==> src/verilog/rx_pnmon_pkg.sv <==
package rx_pnmon_pkg;

  // Sample and sequence widths.
  typedef logic [11:0] iq_sample_t;
  typedef logic [15:0] pn_word_t;

  // One I/Q sample pair as delivered by the ADC.
  typedef struct packed {
    iq_sample_t i;
    iq_sample_t q;
  } adc_iq_t;

  // Register port types.
  typedef logic [1:0]  reg_addr_t;
  typedef logic [15:0] reg_data_t;

  typedef struct packed {
    logic      write;
    reg_addr_t addr;
    reg_data_t wdata;
  } reg_req_t;

  // Sync machine of the PN monitor.
  typedef enum logic {
    PN_SEEK,
    PN_LOCKED
  } pn_state_t;

  // State flips on the update that finds the run counter at this value.
  localparam int PN_SYNC_COUNT = 16;

  // Register map.
  localparam reg_addr_t REG_CONTROL   = 2'd0;
  localparam reg_addr_t REG_STATUS    = 2'd1;
  localparam reg_addr_t REG_ERR_COUNT = 2'd2;
  localparam reg_addr_t REG_ID        = 2'd3;

  // Reads back as "PN".
  localparam reg_data_t PN_ID_VALUE = 16'h504e;

endpackage

==> src/verilog/rx_pn_checker.sv <==
`timescale 1ns/1ps

module rx_pn_checker (
  input  logic                  adc_clk,
  input  logic                  reset,
  input  logic                  enable,
  input  logic                  adc_valid,
  input  rx_pnmon_pkg::adc_iq_t adc_iq,
  output logic                  pn_oos,
  output logic                  pn_err
);

  // Next word of the inverted PN16 sequence.
  function automatic rx_pnmon_pkg::pn_word_t pn_next(
    input rx_pnmon_pkg::pn_word_t word
  );
    return {word[14:0], ~((^word[15:4]) ^ (^word[2:1]))};
  endfunction

  function automatic rx_pnmon_pkg::iq_sample_t bit_reverse(
    input rx_pnmon_pkg::iq_sample_t value
  );
    rx_pnmon_pkg::iq_sample_t result;
    for (int n = 0; n < $bits(value); n++) begin
      result[n] = value[$bits(value) - 1 - n];
    end
    return result;
  endfunction

  rx_pnmon_pkg::iq_sample_t data_i;
  rx_pnmon_pkg::iq_sample_t data_q;
  rx_pnmon_pkg::iq_sample_t data_q_rev;
  rx_pnmon_pkg::pn_word_t   data_word;
  rx_pnmon_pkg::pn_word_t   prev_word;
  rx_pnmon_pkg::pn_word_t   pred_word;
  rx_pnmon_pkg::pn_word_t   pred_seed;
  rx_pnmon_pkg::pn_state_t  state;

  logic       iq_match_c;
  logic       pred_match_c;
  logic       change_c;
  logic       valid_d;
  logic       iq_match_q;
  logic       pred_match_q;
  logic       change_q;
  logic       pn_match;
  logic       pn_update;
  logic [4:0] run_count;

  // Undo the inversion on both channels and the bit order on Q.
  assign data_i     = ~adc_iq.i;
  assign data_q     = ~adc_iq.q;
  assign data_q_rev = bit_reverse(data_q);
  assign data_word  = {data_i, data_q_rev[3:0]};

  // The overlapping byte of I and Q must carry the same bits.
  assign iq_match_c   = (data_i[7:0] == data_q_rev[11:4]);
  assign pred_match_c = (data_word == pred_word);
  // A stuck input repeats the same word.
  assign change_c     = (data_word != prev_word);

  // While seeking, predict from the incoming sample itself.
  assign pred_seed = (state == rx_pnmon_pkg::PN_SEEK) ? data_word : pred_word;

  always_ff @(posedge adc_clk) begin
    if (adc_valid) begin
      prev_word <= data_word;
      pred_word <= pn_next(pred_seed);
    end
    iq_match_q   <= iq_match_c;
    pred_match_q <= pred_match_c;
    change_q     <= change_c;
  end

  always_ff @(posedge adc_clk) begin
    if (reset) begin
      valid_d <= 1'b0;
    end else begin
      valid_d <= adc_valid;
    end
  end

  assign pn_match = iq_match_q & pred_match_q & change_q;

  // Match while seeking or mismatch while locked moves toward a state change.
  assign pn_update = (pn_match == (state == rx_pnmon_pkg::PN_SEEK));

  always_ff @(posedge adc_clk) begin
    if (reset) begin
      state     <= rx_pnmon_pkg::PN_SEEK;
      run_count <= '0;
      pn_err    <= 1'b0;
    end else begin
      pn_err <= valid_d & enable & (state == rx_pnmon_pkg::PN_LOCKED) & ~pn_match;
      if (valid_d && enable) begin
        if (pn_update) begin
          if (run_count >= rx_pnmon_pkg::PN_SYNC_COUNT) begin
            run_count <= '0;
            state     <= (state == rx_pnmon_pkg::PN_SEEK) ? rx_pnmon_pkg::PN_LOCKED
                                                          : rx_pnmon_pkg::PN_SEEK;
          end else begin
            run_count <= run_count + 5'd1;
          end
        end else begin
          run_count <= '0;
        end
      end
    end
  end

  assign pn_oos = (state == rx_pnmon_pkg::PN_SEEK);

endmodule

==> src/verilog/rx_pn_status_regs.sv <==
`timescale 1ns/1ps

module rx_pn_status_regs (
  input  logic                    adc_clk,
  input  logic                    reset,
  input  rx_pnmon_pkg::reg_req_t  reg_req,
  input  logic                    reg_req_valid,
  output logic                    reg_req_ready,
  output rx_pnmon_pkg::reg_data_t reg_rdata,
  output logic                    reg_rsp_valid,
  input  logic                    pn_oos,
  input  logic                    pn_err,
  output logic                    enable
);

  rx_pnmon_pkg::reg_data_t err_count;
  rx_pnmon_pkg::reg_data_t read_value;

  logic accept;
  logic wr_control;
  logic wr_status;
  logic wr_err_count;
  logic sticky_err;
  logic clear_sticky;

  // One read in flight at most, so no new request in the response cycle.
  assign reg_req_ready = ~reg_rsp_valid;
  assign accept        = reg_req_valid & reg_req_ready;

  assign wr_control   = accept & reg_req.write & (reg_req.addr == rx_pnmon_pkg::REG_CONTROL);
  assign wr_status    = accept & reg_req.write & (reg_req.addr == rx_pnmon_pkg::REG_STATUS);
  assign wr_err_count = accept & reg_req.write & (reg_req.addr == rx_pnmon_pkg::REG_ERR_COUNT);

  // Write one to clear.
  assign clear_sticky = wr_status & reg_req.wdata[1];

  always_ff @(posedge adc_clk) begin
    if (reset) begin
      enable <= 1'b1;
    end else if (wr_control) begin
      enable <= reg_req.wdata[0];
    end
  end

  // A new error wins over a clear in the same cycle.
  always_ff @(posedge adc_clk) begin
    if (reset) begin
      sticky_err <= 1'b0;
    end else if (pn_err) begin
      sticky_err <= 1'b1;
    end else if (clear_sticky) begin
      sticky_err <= 1'b0;
    end
  end

  always_ff @(posedge adc_clk) begin
    if (reset) begin
      err_count <= '0;
    end else if (wr_err_count) begin
      err_count <= rx_pnmon_pkg::reg_data_t'(pn_err);
    end else if (pn_err && (err_count != '1)) begin
      err_count <= err_count + 1'b1;
    end
  end

  always_comb begin
    case (reg_req.addr)
      rx_pnmon_pkg::REG_CONTROL: begin
        read_value = {15'd0, enable};
      end
      rx_pnmon_pkg::REG_STATUS: begin
        read_value = {14'd0, sticky_err, pn_oos};
      end
      rx_pnmon_pkg::REG_ERR_COUNT: begin
        read_value = err_count;
      end
      default: begin
        read_value = rx_pnmon_pkg::PN_ID_VALUE;
      end
    endcase
  end

  always_ff @(posedge adc_clk) begin
    if (reset) begin
      reg_rsp_valid <= 1'b0;
    end else begin
      reg_rsp_valid <= accept & ~reg_req.write;
    end
  end

  // Read data is captured when the request is accepted.
  always_ff @(posedge adc_clk) begin
    if (accept && !reg_req.write) begin
      reg_rdata <= read_value;
    end
  end

endmodule

==> src/verilog/rx_pnmon_top.sv <==
`timescale 1ns/1ps

module rx_pnmon_top (
  input  logic                    adc_clk,
  input  logic                    reset,
  input  logic                    adc_valid,
  input  rx_pnmon_pkg::adc_iq_t   adc_iq,
  input  rx_pnmon_pkg::reg_req_t  reg_req,
  input  logic                    reg_req_valid,
  output logic                    reg_req_ready,
  output rx_pnmon_pkg::reg_data_t reg_rdata,
  output logic                    reg_rsp_valid,
  output logic                    pn_oos,
  output logic                    pn_err
);

  logic enable;

  rx_pn_checker i_checker (
    .adc_clk   (adc_clk),
    .reset     (reset),
    .enable    (enable),
    .adc_valid (adc_valid),
    .adc_iq    (adc_iq),
    .pn_oos    (pn_oos),
    .pn_err    (pn_err)
  );

  // Software control and error bookkeeping.
  rx_pn_status_regs i_status_regs (
    .adc_clk       (adc_clk),
    .reset         (reset),
    .reg_req       (reg_req),
    .reg_req_valid (reg_req_valid),
    .reg_req_ready (reg_req_ready),
    .reg_rdata     (reg_rdata),
    .reg_rsp_valid (reg_rsp_valid),
    .pn_oos        (pn_oos),
    .pn_err        (pn_err),
    .enable        (enable)
  );

endmodule

==> config.mk <==
export PLATFORM = sky130hd
export DESIGN_NAME = rx_pnmon_top
export DESIGN_NICKNAME = d
export VERILOG_FILES = /design/src/verilog/rx_pnmon_pkg.sv /design/src/verilog/rx_pn_checker.sv /design/src/verilog/rx_pn_status_regs.sv /design/src/verilog/rx_pnmon_top.sv
export SDC_FILE = /design/constraint.sdc
export NUM_CORES = 1
export LEC_CHECK = 0
export BUFFER_PORTS_ARGS = -buffer_cell sky130_fd_sc_hd__buf_4
export CAP_MARGIN = 5
export CELL_PAD_IN_SITES_DETAIL_PLACEMENT = 0
export CELL_PAD_IN_SITES_GLOBAL_PLACEMENT = 2
export CORE_UTILIZATION = 39
export DETAILED_ROUTE_END_ITERATION = 7
export GPL_ROUTABILITY_DRIVEN = 0
export PLACE_DENSITY = 0.95
export SLEW_MARGIN = 20
export SYNTH_ARGS = -nofsm -noshare
export SYNTH_HDL_FRONTEND = slang
export SYNTH_SLANG_ARGS = --single-unit
==> constraint.sdc <==
create_clock -name adc_clk -period 6.35 [get_ports adc_clk]
set_clock_uncertainty 0.2 [all_clocks]
set_input_delay 0.635 -clock adc_clk [delete_from_list [all_inputs] [get_ports adc_clk]]
set_output_delay 0.635 -clock adc_clk [all_outputs]
set_load 0.03 [all_outputs]
; After elaboration in Yosys (flattened, before gate mapping)
; Cells that the tools add are included.
[word_totals]
elab_cells = 65
regBits = 78
inputBits = 47
[classes]
n_bitwise = 20
n_lt_le_gt_ge = 1
muxes = 9
n_eq_ne = 7
n_addsub = 2
reduce_logical = 11
[op_table]
columns = op, n
row1 = $pmux W16 S3, 1
row2 = $not A12 Y12, 2
row3 = $add A16 B1 Y16 const B, 1
row4 = $eq A16 B16 Y1, 1
row5 = $mux W16, 1
row6 = $ne A16 B16 Y1, 1
row7 = $ne A16 B16 Y1 const B, 1
row8 = $and A1 B1 Y1, 12
row9 = $reduce_xor A12 Y1, 1
row10 = $mux W5, 2
row11 = $eq A8 B8 Y1, 1
row12 = $add A5 B1 Y5 const B, 1
row13 = $ge A5 B5 Y1 const B, 1
row14 = $mux W1, 5
row15 = $not A1 Y1, 5
row16 = $reduce_bool A2 Y1, 2
row17 = $logic_and A1 B1 Y1, 3
row18 = $reduce_and A3 Y1, 1
row19 = $eq A2 B1 Y1 const B, 1
row20 = $eq A2 B2 Y1 const B, 1
row21 = $logic_not A2 Y1, 1
row22 = $reduce_or A2 Y1, 1
row23 = $reduce_xor A2 Y1, 1
row24 = $eq A1 B1 Y1, 1
row25 = 2 further kinds, 2

; Depth between registers and ports, before layout
; Gate-level depths: netlist of run 1.
[depth]
depth_word = 7
ltp_mapped = 8
ltp_nobuf = 6

; Cells and area by module
; From an unflattened synthesis of run 1, not the netlist that was laid out.
[unflattened]
cells_unflattened = 338
hier_area_um2 = 3783.6
[modules_own_cells]
columns = mod, n_inst, area_per_inst_um2, cells_per_inst, seq_area_each_um2
row1 = rx_pn_checker, 1, 2182.1, 183, 1181.1
row2 = rx_pn_status_regs, 1, 1601.5, 155, 860.8

; Least setup slack after synthesis of run 1
; Ideal clock, no wire load.
[synth_timing]
path_kind = input to register
startpoint = input port reg_req[18] (netlist name)
endpoint = register i_status_regs.reg_rdata[0], enable pin
cell_stages = 1
arrival_ps = 1921
setup_slack_ps = 3815
setup_ps = 414
cell_sequence = nor3b_1
[synth_via]
elab_chain_len = 2
[synth_lines]
columns = item, line
row1 = "start, declared", rx_pnmon_top.sv:8  ; input rx_pnmon_pkg::reg_req_t reg_req,
row2 = $logic_not A1 Y1, rx_pn_status_regs.sv:93  ; if (accept && !reg_req.write) begin
row3 = $logic_and A1 B1 Y1, rx_pn_status_regs.sv:93
row4 = "end signal, assigned", rx_pn_status_regs.sv:94  ; reg_rdata <= read_value;
row5 = "end, declared", rx_pn_status_regs.sv:9  ; output rx_pnmon_pkg::reg_data_t reg_rdata,
; No other way between the ends.
; A chain may end at the register's enable or synchronous reset.

; Final worst setup path of run 1
[layout_timing]
startpoint = register i_checker.state
endpoint = register i_checker.pred_word[0] (data pin)
[layout_via]
elab_chain_len = 4
elab_cells_between_ends = 5
cone_classes = mux: 1 / bitwise: 2 / reduce/logical: 2
[layout_lines]
columns = item, line
row1 = "start, declared", rx_pn_checker.sv:37  ; rx_pnmon_pkg::pn_state_t state;
row2 = "start signal, assigned", rx_pn_checker.sv:90  ; state <= rx_pnmon_pkg::PN_SEEK;
row3 = "start signal, assigned", rx_pn_checker.sv:99  ; state <= (state == rx_pnmon_pkg::PN_SEEK) ? rx_pnmon_pkg::PN_LOCKED
row4 = $mux W16, rx_pn_checker.sv:63  ; assign pred_seed = (state == rx_pnmon_pkg::PN_SEEK) ? data_word : pred_word;
row5 = named net i_checker.pred_seed[11], rx_pn_checker.sv:36  ; rx_pnmon_pkg::pn_word_t pred_seed;
row6 = $reduce_xor A12 Y1, rx_pn_checker.sv:17  ; return {word[14:0], ~((^word[15:4]) ^ (^word[2:1]))};
row7 = $xor A1 B1 Y1, rx_pn_checker.sv:17
row8 = $not A1 Y1, rx_pn_checker.sv:17
row9 = "end signal, assigned", rx_pn_checker.sv:68  ; pred_word <= pn_next(pred_seed);
row10 = "end, declared", rx_pn_checker.sv:35  ; rx_pnmon_pkg::pn_word_t pred_word;
; The timed path passes the listed nets, and every way through them passes these cells.

==> impl_summary.log, run 1 <==
[metrics] data arrival at the endpoint of the critical path: ~2 ns
[metrics] Num CTS Buffers: 9
[metrics] TritonCTS sink count: between 70 and 80
[metrics] Yosys warning total: 0
[metrics] H-Tree Level Count: 3
[metrics] Fmax achieved: 462.9 MHz
[metrics] Max Cap Violations: 0
[metrics] DIE WIDTH: 100.1 um
[metrics] Critical Path, Cell by Cell: buf_4, o21ai_0, xnor2_1, xnor3_1, xnor3_1
[metrics] Relative slew margins: 0.6207
[metrics] initial DRC count: 93
[metrics] initial cell density of the core: 0.4044
[metrics] average detailed-routed wire length per instance: 13.57 um
[metrics] Register-to-Register Setup Slack: 4.19 ns
[metrics] worst r2r path cells: 5
[metrics] count of pins on the block boundary: 67
[metrics] CTS resizes: 0
[metrics] Setup Total Neg Slack: 0 ns
[metrics] Tightest Pin Transition: roughly 0.57 ns
[metrics] category of cells accounting for the largest share of critical-path delay: XOR/XNOR gates
[metrics] post-detailed-placement half-perimeter wirelength: 5251 um
[metrics] required time worst endpoint: 6.23 ns
[metrics] Avg Inst Size Synth: 10.95 um2
[metrics] max-slew violation count: 0
[metrics] hold path endpoint: i_status_regs.sticky_err
[metrics] filler cell count: 905
[metrics] FF+latch count, synth: 78
[metrics] global routing's busiest layer: met2
[metrics] met3 Usage GRT: 0.03621
[metrics] worst reg2reg path endpoint: i_checker.pred_word[0]
[metrics] Post-CTS Hold Buffers: 0
[metrics] number of non-filler instances in the completed layout: 531
[metrics] worst hold slack across all endpoints: 0.2966 ns
[metrics] detailed-routing iteration count for the pre-antenna-repair pass: 4
[metrics] number of global-route vias before repair: 2490
[metrics] clock slew at reported path FFs: 0.09 ns
[metrics] synthesized-area fraction occupied by and/or/nand/nor cells: 0.1636
[metrics] Hold Path Depth: 2
[metrics] Pwr per Cell Area: 231.5 nW/um2
[metrics] final wirelength: 7205 um
[metrics] post-DR vias/cell: ~4.9
[metrics] most used flip-flop cell after synthesis: sky130_fd_sc_hd__edfxtp_1
[metrics] crit share post-route: 0.3402
[metrics] GR Util met1: 0.2249
[metrics] worst min path class: register to register
[metrics] CTS tree: yes
[metrics] mux contribution to synthesized area: 0.007997
[metrics] maximum number of pins on one net before global-route repair: 37
[metrics] Critical Path Slowest Stage Cell: sky130_fd_sc_hd__xnor3_1
[metrics] nets in the synthesized netlist: 393
[metrics] placed cells: a little over 500
[metrics] WP buf/inv: 1
[metrics] most repeated library cell on the critical path: sky130_fd_sc_hd__xnor3_1
[metrics] total global-route track usage: 0.1528
[metrics] FFs w/ async S/R, synth: 0
[metrics] Distinct cells, synth: 41
[metrics] post-synthesis compound-gate area fraction: 0.07231
[metrics] Worst setup EP type: register
[metrics] endpoints failing setup: 0
[metrics] full die area: around 10000 um2
[metrics] first element of the critical path: i_checker.state
[metrics] kind of critical path: register to register
[metrics] met2 capacity usage during global routing: 0.2255
[metrics] synthesized area: 3755 um2
[metrics] leakage power: 0.001607 uW
[metrics] total power draw: roughly 1000 uW
[metrics] antenna violation net count after detailed routing: 0
[metrics] Hold Vio Cnt, Final: 0
[metrics] number of inserted diodes: 0
[metrics] number of buffers on the longest clock path: 2
[metrics] overflow left after global routing: 0
[metrics] CTS Root Buffer Type: sky130_fd_sc_hd__clkbuf_8
[metrics] dominant combinational cell family by area after synthesis: simple AND/OR/NAND/NOR gates
[metrics] stages on the worst setup path: 5
[metrics] outcome: completed
[metrics] Port-buffer cells: 52
[metrics] time the final worst path needs with I/O delays and setup: approximately 2.2 ns
[metrics] number of buffers inserted by post-CTS setup repair: 0
[metrics] # nets final: 447
[metrics] Die Ht: 100.1 um
[metrics] critical path fanouts, max: 36
[metrics] Worst IR Drop VDD: about 0.00010 V
[metrics] post-synthesis sequential area ratio: 0.5438
[metrics] startpoint of the worst-slack reg-to-reg timing path: i_checker.state
[metrics] number of antenna violations at the first check in global routing: 0
[metrics] area added between synthesis and finish: 18.09%
[metrics] wire length of the first global-routing pass: 11900 um
[metrics] DRC violation count after routing: 0
[metrics] vias after detailed routing: roughly 2600
[metrics] synthesized-area fraction occupied by adder cells: 0.009997
[metrics] post-synthesis share of cell area spent on xor and xnor gates: 0.1609
[metrics] total core area: 9284 um2
[metrics] share of cells above drive strength 1: 0.1915
[metrics] final core utilization: 0.4776
[metrics] CP peak stage delay: 0.43 ns
[metrics] synthesized instance count: roughly 340
[metrics] source-to-sink clock delay at the later pin of the worst-skew pair: 0.34 ns
[metrics] Worst Min Path Start: i_status_regs.sticky_err
[metrics] number of enable-type register cells in the synthesized netlist: 48
[metrics] setup repair after global routing missed its margin: no
[metrics] CP Launch Type: register
[metrics] number of standard-cell rows in the floorplan: 35
==> tightest hold or removal path: stages, from the launching register on <==
cell and delay [ns]:
sky130_fd_sc_hd__dfxtp_1 0.34, sky130_fd_sc_hd__a21oi_1 0.06, sky130_fd_sc_hd__nor2_1 0.07
==> metal layers <==
layer / share of wire / wire (um) / vias to the layer above
li1: - / - / 1297
met1: 0.52 / 3745 / 1218
met2: 0.44 / 3135 / 56
met3: 0.038 / 272 / 5
met4: 0.0071 / 51 / 0
met5: 0 / 0 / -
==> sequential cells by signal, indices dropped and copies added, names as in the netlist <==
register / cells
i_checker.valid_d: 1
i_checker.change_q: 1
i_checker.prev_word: 16
i_status_regs.sticky_err: 1
i_checker.pn_err: 1
i_status_regs.reg_rsp_valid: 1
i_checker.state: 1
i_checker.pred_word: 16
i_status_regs.reg_rdata: 16
i_status_regs.err_count: 16
i_checker.run_count: 5
i_status_regs.enable: 1
i_checker.iq_match_q: 1
i_checker.pred_match_q: 1
==> cell usage in the layout, fill, tap and decap left out, types with 9 or more instances in the layout <==
cell type	netlist	layout
sky130_fd_sc_hd__nand4_1	9	9
sky130_fd_sc_hd__nor4_1	10	10
sky130_fd_sc_hd__nor2_1	27	27
sky130_fd_sc_hd__nand3_1	12	12
sky130_fd_sc_hd__edfxtp_1	48	48
sky130_fd_sc_hd__and2_1	10	10
sky130_fd_sc_hd__xnor2_1	41	41
sky130_fd_sc_hd__dfxtp_1	30	30
sky130_fd_sc_hd__buf_4	0	54
sky130_fd_sc_hd__inv_1	22	22
sky130_fd_sc_hd__xor2_1	21	21
sky130_fd_sc_hd__nand2_1	31	31
sky130_fd_sc_hd__clkbuf_8	0	9
sky130_fd_sc_hd__o21ai_0	11	11
==> cell usage after synthesis, drive strengths merged (2+ instances only) <==
cell type	instances	share of area
edfxtp	48	0.38
xnor2	42	0.10
nand2	31	0.031
dfxtp	30	0.16
nor2	27	0.027
inv	22	0.022
xor2	21	0.049
o21ai	19	0.026
nand3	12	0.016
and2	10	0.017
nand4	10	0.021
nor4	10	0.017
clkbuf	6	0.0060
a21oi	5	0.0067
buf	5	0.013
o21a	5	0.010
a31oi	4	0.0067
nor3	4	0.0053
and3	3	0.0050
ha	3	0.010
mux2i	3	0.0080
nor2b	3	0.0050
nor3b	3	0.0060
and4	2	0.0047
nand3b	2	0.0040
o211ai	2	0.0040
xnor3	2	0.012
==> cells by family after synthesis <==
group,Yosys count
AO/OA/AOI/OAI,41
XOR/XNOR,65
adder cells (fa/ha/maj),3
buffers and inverters,33
flip-flops,78
multiplexers,3
AND/OR/NAND/NOR,120
==> worst max path at each step <==
stage                            endpoint  slack, ns
2_1_floorplan  i_status_regs.reg_rdata[0]       3.81
3_3_place_gp       i_checker.pred_word[0]       4.03
3_5_place_dp       i_checker.pred_word[0]       3.98
4_1_cts            i_checker.pred_word[0]       4.17
5_1_grt            i_checker.pred_word[0]       4.07
6_report           i_checker.pred_word[0]       4.19
==> layout make-up <==
type / count / area [um2] / share of cell area
clock buffers: 9 / 123.9 / 0.02793
clock inverters: 7 / 56.30 / 0.01270
inverters: 22 / 82.58 / 0.01862
multi-input cells: 232 / 1563 / 0.3524
flip-flops and latches: 78 / 2042 / 0.4605
well taps: 129 / 161.4 / 0.03640
repair buffers: 54 / 405.4 / 0.09142
==> where the power goes <==
part	switching [uW]	internal, uW
logic	58.8	56.2
clock network	193	147
registers	9.84	561
==> through the flow <==
stage | instance area (um2) | setup slack (ns)
5_1_grt | 4434 | 4.065
2_1_floorplan | 3755 | 3.815
4_1_cts | 4434 | 4.171
3_3_place_gp | 4254 | 4.027
3_5_place_dp | 4254 | 3.981
6_report | 4434 | 4.190
Power figures use the tool's default switching activity.
==> run 2: changes to the inputs <==
Settings changed: ABC_AREA from default to 1, CORE_UTILIZATION 39 to 33, PLACE_DENSITY 0.95 to 0.91.
Clock period 6.35 ns to 2.2 ns, I/O delays scaled along.
==> run 2 against run 1 <==
  * Clock power grew to 4.8 times the previous value
  * Area after synthesis is 9.9% higher
  * Synthesized cell count is 46% higher
  * Maximum frequency is 10% higher
  * Critical path type unchanged
  * Flip-flop and latch count stayed put
  * Register-to-register slack worse by 3.9 ns
  * Worst setup slack worse by 3.9 ns
  * Cell area is 18% higher
  * Non-clock buffer count is 24 higher
  * Largest power group unchanged
  * Global-route usage is 0.26 points higher
  * Sequential share of layout area is 6.8 points lower
==> impl_summary.log, run 2 <==
[metrics] Max Cap Violations: 0
[metrics] Hold Vio Cnt, Final: 0
[metrics] synthesized-area fraction occupied by and/or/nand/nor cells: 0.2426
[metrics] Worst Min Path Start: adc_iq[0]
[metrics] data arrival at the endpoint of the critical path: ~2 ns
[metrics] full die area: 12960 um2
[metrics] time the final worst path needs with I/O delays and setup: about 2.0 ns
[metrics] Fmax achieved: 510.5 MHz
[metrics] leakage power: about 0.0021 uW
[metrics] Num CTS Buffers: 9
[metrics] category of cells accounting for the largest share of critical-path delay: simple AND/OR/NAND/NOR gates
[metrics] endpoints failing setup: 0
[metrics] FFs w/ async S/R, synth: 0
[metrics] number of global-route vias before repair: approximately 3300
[metrics] startpoint of the worst-slack reg-to-reg timing path: i_status_regs.err_count[1]
[metrics] worst reg2reg path endpoint: i_status_regs.err_count[5]
[metrics] number of antenna violations at the first check in global routing: 0
[metrics] vias after detailed routing: about 3400
[metrics] number of inserted diodes: 0
[metrics] number of buffers inserted by post-CTS setup repair: 0
[metrics] most repeated library cell on the critical path: sky130_fd_sc_hd__nand2_1
[metrics] post-synth top area share: 0.3493
[metrics] most used flip-flop cell after synthesis: sky130_fd_sc_hd__edfxtp_1
[metrics] cell with the most instances after synthesis: sky130_fd_sc_hd__nand2_1
[metrics] CTS resizes: 0
[metrics] footprint of the flip-flops and latches: 2043 um2
[metrics] CTS tree: yes
[metrics] top cell types by occurrence after synthesis: sky130_fd_sc_hd__nand2_1 (151), sky130_fd_sc_hd__inv_1 (67), sky130_fd_sc_hd__edfxtp_1 (48), sky130_fd_sc_hd__nor2_1 (38), sky130_fd_sc_hd__dfxtp_1 (30)
[metrics] number of buffers on the longest clock path: 2
[metrics] WP buf/inv: 2
[metrics] area added between synthesis and finish: 26.29%
[metrics] CP Launch Type: register
[metrics] number of standard-cell rows in the floorplan: 40
[metrics] max-slew violation count: 0
[metrics] Register-to-Register Setup Slack: ~0.24 ns
[metrics] crit share post-route: 0.8904
[metrics] H-Tree Level Count: 3
[metrics] Port-buffer cells: 52
[metrics] dominant combinational cell family by area after synthesis: simple AND/OR/NAND/NOR gates
[metrics] initial cell density of the core: 0.3407
[metrics] total global-route track usage: 0.1555
[metrics] commonest cells after routing, fill and taps aside: sky130_fd_sc_hd__nand2_1 (151), sky130_fd_sc_hd__inv_1 (67), sky130_fd_sc_hd__buf_4 (57)
[metrics] worst min path class: input pin to register
[metrics] average detailed-routed wire length per instance: between 10 and 15 um
[metrics] required time worst endpoint: 2.24 ns
[metrics] CP peak stage delay: 0.38 ns
[metrics] top cells by area in the synthesized netlist: sky130_fd_sc_hd__edfxtp_1 (35%), sky130_fd_sc_hd__dfxtp_1 (15%), sky130_fd_sc_hd__nand2_1 (14%), sky130_fd_sc_hd__inv_1 (6.1%), sky130_fd_sc_hd__xnor2_1 (3.8%)
[metrics] multi-input logic area: around 1700 um2
[metrics] source-to-sink clock delay at the later pin of the worst-skew pair: 0.34 ns
[metrics] post-synthesis share of cell area spent on xor and xnor gates: 0.06580
[metrics] DP Area: 4691 um2
[metrics] CTS Root Buffer Type: sky130_fd_sc_hd__clkbuf_16
[metrics] Setup Total Neg Slack: 0 ns
[metrics] # nets final: 630
[metrics] final wirelength: 9375 um
[metrics] Critical Path, Cell by Cell: ha_1, nand3_1, nor3_2, nand3_2, nand2_4, inv_2, nand2_1, nand2_1, inv_1, nor2_1
[metrics] clock slew at reported path FFs: 0.07 ns
[metrics] initial DRC count: 195
[metrics] overflow left after global routing: 0
[metrics] synthesized area: 4126 um2
[metrics] placed cells: 717
[metrics] number of non-filler instances in the completed layout: 753
[metrics] post-detailed-placement half-perimeter wirelength: 6674 um
[metrics] synthesized instance count: 502
[metrics] Critical Path Slowest Stage Cell: sky130_fd_sc_hd__dfxtp_1
[metrics] top cell type by total area after synthesis: sky130_fd_sc_hd__edfxtp_1
[metrics] Worst IR Drop VDD: slightly above 0.0005 V
[metrics] filler cell count: 1236
[metrics] DRC violation count after routing: 0
[metrics] worst r2r path cells: 10
[metrics] Pwr per Cell Area: 703.1 nW/um2
[metrics] Tightest Pin Transition: roughly 0.46 ns
[metrics] detailed-routing iteration count for the pre-antenna-repair pass: 4
[metrics] Distinct cells, synth: 34
[metrics] synthesized-area fraction occupied by adder cells: 0.009096
[metrics] setup repair after global routing missed its margin: no
[metrics] kind of critical path: register to register
[metrics] commonest non-fill, non-tap cell in the layout: sky130_fd_sc_hd__nand2_1
[metrics] share of cells above drive strength 1: 0.1744
[metrics] Hold Path Depth: 4
[metrics] total core area: 12110 um2
[metrics] stages on the worst setup path: 10
[metrics] number of enable-type register cells in the synthesized netlist: 48
[metrics] post-synthesis compound-gate area fraction: 0.09612
[metrics] hold path endpoint: i_checker.iq_match_q
[metrics] count of pins on the block boundary: 67
[metrics] post-DR vias/cell: 4.521
[metrics] mux contribution to synthesized area: 0
[metrics] Die Ht: 113.8 um
[metrics] maximum number of pins on one net before global-route repair: 43
[metrics] antenna violation net count after detailed routing: 0
[metrics] Relative slew margins: 0.6909
[metrics] FF+latch count, synth: 78
[metrics] TritonCTS sink count: 78
[metrics] wire length of the first global-routing pass: 15500 um
[metrics] nets in the synthesized netlist: 552
[metrics] DIE WIDTH: 113.8 um
[metrics] outcome: completed
[metrics] post-synthesis sequential area ratio: 0.4948
[metrics] critical path fanouts, max: 13
[metrics] Avg Inst Size Synth: around 8.2 um2
[metrics] area of all placed cells without fillers: 5211 um2
[metrics] Yosys warning total: 0
[metrics] Worst setup EP type: register
==> run 2: worst reg2reg max path, stage by stage, from the launching register on <==
cell and delay [ns]:
sky130_fd_sc_hd__dfxtp_1 0.38, sky130_fd_sc_hd__ha_1 0.23, sky130_fd_sc_hd__nand3_1 0.17, sky130_fd_sc_hd__nor3_2 0.25
sky130_fd_sc_hd__nand3_2 0.13, sky130_fd_sc_hd__nand2_4 0.17, sky130_fd_sc_hd__inv_2 0.12, sky130_fd_sc_hd__nand2_1 0.09
sky130_fd_sc_hd__nand2_1 0.05, sky130_fd_sc_hd__inv_1 0.05, sky130_fd_sc_hd__nor2_1 0.03
==> run 2: cell families (layout without fill, tap and decap cells) <==
logic type / Yosys count / in the layout
buffers and inverters: 85 / 168
flip-flops: 78 / 78
adder cells (fa/ha/maj): 3 / 3
AO/OA/AOI/OAI: 64 / 64
AND/OR/NAND/NOR: 241 / 241
XOR/XNOR: 31 / 31
==> run 2: routing by layer <==
metal,global-route usage,up-vias,share of wire
li1,-,1779,-
met1,0.1838,1566,0.46
met2,0.2715,46,0.49
met3,0.04198,13,0.030
met4,0.05455,0,0.016
met5,0,-,0
==> run 2: where the power goes <==
part / switching (uW) / leakage (uW) / internal (uW)
clock network: 639 / 0.000158 / 998
logic: 215 / 0.00126 / 167
registers: 29.3 / 0.000709 / 1620
total: 883 / 0.00212 / 2780
==> run 2: how the worst max path moves through the flow <==
| stage | from | to | slack (ns) |
|---|---|---|---|
| detailed placement | i_status_regs.err_count[1] | i_status_regs.err_count[5] | 0.25 |
| finish | i_status_regs.err_count[1] | i_status_regs.err_count[5] | 0.24 |
| global route | i_status_regs.err_count[1] | i_status_regs.err_count[5] | 0.05 |
| CTS | i_status_regs.err_count[1] | i_status_regs.err_count[5] | 0.23 |
| global placement | i_status_regs.err_count[1] | i_status_regs.err_count[5] | 0.26 |
| floorplan | i_status_regs.reg_rsp_valid | i_status_regs.reg_rdata[0] | 0.45 |
==> run 2: layout make-up <==
cell class | count | share of cell area
sequential | 78 | 0.3921
multi-input combinational | 339 | 0.3285
timing repair buffer | 78 | 0.1244
inverter | 74 | 0.05330
clock buffer | 9 | 0.04322
tap | 168 | 0.04034
clock inverter | 7 | 0.01825
==> run 2: timing repair <==
action                     in CTS  in global routing
hold endpoints to repair       21                  0
hold buffers                   20                  0
setup endpoints to repair       0                  0
==> run 2: stage by stage <==
step,util,setup slack [ns],total power (uW),hold slack (ns)
2_1_floorplan,-,0.4519,1876,0.09851
3_3_place_gp,0.3873,0.2551,2025,0.2129
3_5_place_dp,0.3873,0.2503,2033,0.2185
4_1_cts,0.4303,0.2344,3708,0.001111
5_1_grt,0.4303,0.04743,3805,0.002816
6_report,0.4303,0.2411,3664,0.01136
==> run 3: changes to the inputs <==
Settings changed: ABC_AREA 1 to default, CORE_UTILIZATION 33 to 36, PLACE_DENSITY 0.91 to 0.92.
==> run 3 against run 2 <==
  * First-iteration DRC count is 21% lower
  * Largest cell class unchanged
  * Via count decreased by 23%
  * Non-clock buffer count unchanged
==> impl_summary.log, run 3 (synthesis gave the netlist of run 1 again) <==
[metrics] initial DRC count: 155
[metrics] DRC violation count after routing: 0
[metrics] number of antenna violations at the first check in global routing: 0
[metrics] share of cells above drive strength 1: 0.1808
[metrics] most repeated library cell on the critical path: sky130_fd_sc_hd__xnor3_1
[metrics] Worst Min Path Start: reg_req[1]
[metrics] H-Tree Level Count: 3
[metrics] filler cell count: 948
[metrics] WP buf/inv: 2
[metrics] final wirelength: 7504 um
[metrics] full die area: 10840 um2
[metrics] DIE WIDTH: 104.1 um
[metrics] required time worst endpoint: 2.10 ns
[metrics] setup repair after global routing missed its margin: no
[metrics] count of pins on the block boundary: 67
[metrics] source-to-sink clock delay at the later pin of the worst-skew pair: 0.35 ns
[metrics] worst hold slack across all endpoints: 0.02465 ns
[metrics] commonest non-fill, non-tap cell in the layout: sky130_fd_sc_hd__buf_4
[metrics] total global-route track usage: 0.1422
[metrics] antenna violation net count after detailed routing: 0
[metrics] Tightest Pin Transition: 0.6018 ns
[metrics] Worst setup EP type: register
[metrics] detailed-routing iteration count for the pre-antenna-repair pass: 6
[metrics] initial cell density of the core: 0.3772
[metrics] number of buffers on the longest clock path: 2
[metrics] wire length of the first global-routing pass: 12110 um
[metrics] critical path fanouts, max: 5
[metrics] final setup margin: 0.06451 ns
[metrics] multi-input logic area: 1563 um2
[metrics] kind of critical path: input pin to register
[metrics] category of cells accounting for the largest share of critical-path delay: XOR/XNOR gates
[metrics] average detailed-routed wire length per instance: 13.42 um
[metrics] Hold Path Depth: 4
[metrics] total core area: 9955 um2
[metrics] commonest cells after routing, fill and taps aside: sky130_fd_sc_hd__buf_4 (54), sky130_fd_sc_hd__edfxtp_1 (48), sky130_fd_sc_hd__xnor2_1 (41)
[metrics] Setup Total Neg Slack: 0 ns
[metrics] worst min path class: input pin to register
[metrics] wire length on met3: 256 um
[metrics] number of non-filler instances in the completed layout: 559
[metrics] routed metal-1 wirelength: 3898 um
[metrics] area added between synthesis and finish: 25.36%
[metrics] highest layer used for signal routing: met4
[metrics] # nets final: 471
[metrics] post-DR vias/cell: between 4 and 5
[metrics] worst slack after detailed placement: between 0.1 and 0.15 ns
[metrics] outcome: completed
[metrics] CTS Root Buffer Type: sky130_fd_sc_hd__clkbuf_8
[metrics] TritonCTS sink count: 78
[metrics] Max Cap Violations: 0
[metrics] footprint of the flip-flops and latches: 2042 um2
[metrics] Num CTS Buffers: 9
[metrics] Hold Vio Cnt, Final: 0
[metrics] clock slew at reported path FFs: 0.09 ns
[metrics] Worst IR Drop VDD: ~0.00024 V
[metrics] max-slew violation count: 0
[metrics] startpoint of the worst-slack reg-to-reg timing path: i_checker.state
[metrics] CTS resizes: 0
[metrics] Pwr per Cell Area: roughly 660 nW/um2
[metrics] data arrival at the endpoint of the critical path: 2.03 ns
[metrics] final core utilization: 0.4729
[metrics] vias after detailed routing: 2616
[metrics] number of inserted diodes: 0
[metrics] hold path endpoint: i_status_regs.sticky_err
[metrics] overflow left after global routing: 0
[metrics] number of global-route vias before repair: 2501
[metrics] Fmax achieved: around 470 MHz
[metrics] detailed route wirelength on metal2: between 3000 and 4000 um
[metrics] number of buffers inserted by post-CTS setup repair: 0
[metrics] worst reg2reg path endpoint: i_checker.pred_word[0]
[metrics] worst r2r path cells: 5
[metrics] maximum number of pins on one net before global-route repair: 34
[metrics] time the final worst path needs with I/O delays and setup: 2.135 ns
[metrics] Critical Path Slowest Stage Cell: sky130_fd_sc_hd__dlygate4sd3_1
[metrics] Die Ht: around 100 um
[metrics] endpoints failing setup: 0
[metrics] Port-buffer cells: 52
[metrics] CP Launch Type: input pin
[metrics] Relative slew margins: 0.5980
[metrics] CTS tree: yes
[metrics] CP peak stage delay: 0.54 ns
[metrics] number of standard-cell rows in the floorplan: 36
[metrics] leakage power: about 0.0017 uW
[metrics] post-detailed-placement half-perimeter wirelength: 5262 um
[metrics] Critical Path, Cell by Cell: dlygate4sd3_1, buf_4, o21ai_0, xnor2_1, xnor3_1, xnor3_1
[metrics] crit share post-route: 0.9707
[metrics] Register-to-Register Setup Slack: between 0.1 and 0.15 ns
[metrics] placed cells: 520
-- run 3: changes by cell type in the layout (fill, tap and decap cells not counted), moves of 6 or more --
cell / previous run / this run
sky130_fd_sc_hd__nand2_1: 151 / 31
sky130_fd_sc_hd__inv_1: 67 / 22
sky130_fd_sc_hd__xnor2_1: 18 / 41
sky130_fd_sc_hd__a21oi_1: 24 / 5
sky130_fd_sc_hd__nand3_1: 26 / 12
sky130_fd_sc_hd__o21ai_2: 13 / 1
sky130_fd_sc_hd__nor2_1: 38 / 27
sky130_fd_sc_hd__and2_1: 0 / 10
sky130_fd_sc_hd__clkbuf_16: 9 / 0
sky130_fd_sc_hd__clkbuf_8: 0 / 9
sky130_fd_sc_hd__xor2_1: 13 / 21
sky130_fd_sc_hd__inv_2: 7 / 0
sky130_fd_sc_hd__nor3_1: 10 / 4
sky130_fd_sc_hd__nor4_1: 4 / 10
-- run 3: layer usage --
metal | GRT usage | vias up
met1 | 0.2008 | 1198
met3 | 0.02694 | 13
met5 | 0 | -
met2 | 0.2129 | 60
met4 | 0.05918 | 0
li1 | - | 1345
-- run 3: how the worst max path moves through the flow --
stage | startpoint | end | slack, ns | depth (start not counted)
after global routing | adc_iq[18] | i_checker.pred_word[0] | 0.04 | 6
after CTS | adc_iq[19] | i_checker.pred_word[0] | 0.09 | 6
after global placement | i_checker.state | i_checker.pred_word[0] | 0.22 | 5
final | adc_iq[19] | i_checker.pred_word[0] | 0.06 | 6
after floorplan | i_checker.state | i_checker.pred_word[0] | 0.29 | 8
after detailed placement | i_checker.state | i_checker.pred_word[0] | 0.14 | 5
-- run 3: report_power, final --
part	switching [uW]	leakage (uW)	total, uW	internal (uW)
logic	181	0.000907	369	188
clock network	546	0.000101	1070	528
registers	29.0	0.000709	1650	1620
total	756	0.00172	3090	2340
-- run 3: tightest hold or removal path, cell delays in order --
cell	delay, ns
sky130_fd_sc_hd__buf_4	0.11
sky130_fd_sc_hd__nand3_1	0.08
sky130_fd_sc_hd__a21oi_1	0.06
sky130_fd_sc_hd__nor2_1	0.07
-- run 3: final cells by class --
cell class,instances,area share
inverters,22,0.01754
well taps,133,0.03535
clock inverters,7,0.01568
clock buffers,9,0.02632
flip-flops and latches,78,0.4338
multi-input cells,232,0.3320
repair buffers,78,0.1393
-- run 3: repair_timing --
item,in CTS,in global routing
endpoints found under the hold margin,29,0
setup endpoints to repair,0,0
hold buffers,23,0
-- run 3: stage by stage --
| step | power (uW) | cell area, um2 |
|---|---|---|
| final | 3092 | 4707 |
| after global routing | 3213 | 4707 |
| after CTS | 3119 | 4707 |
| after detailed placement | 2023 | 4279 |
| after global placement | 2011 | 4279 |
| after floorplan | 1877 | 3760 |
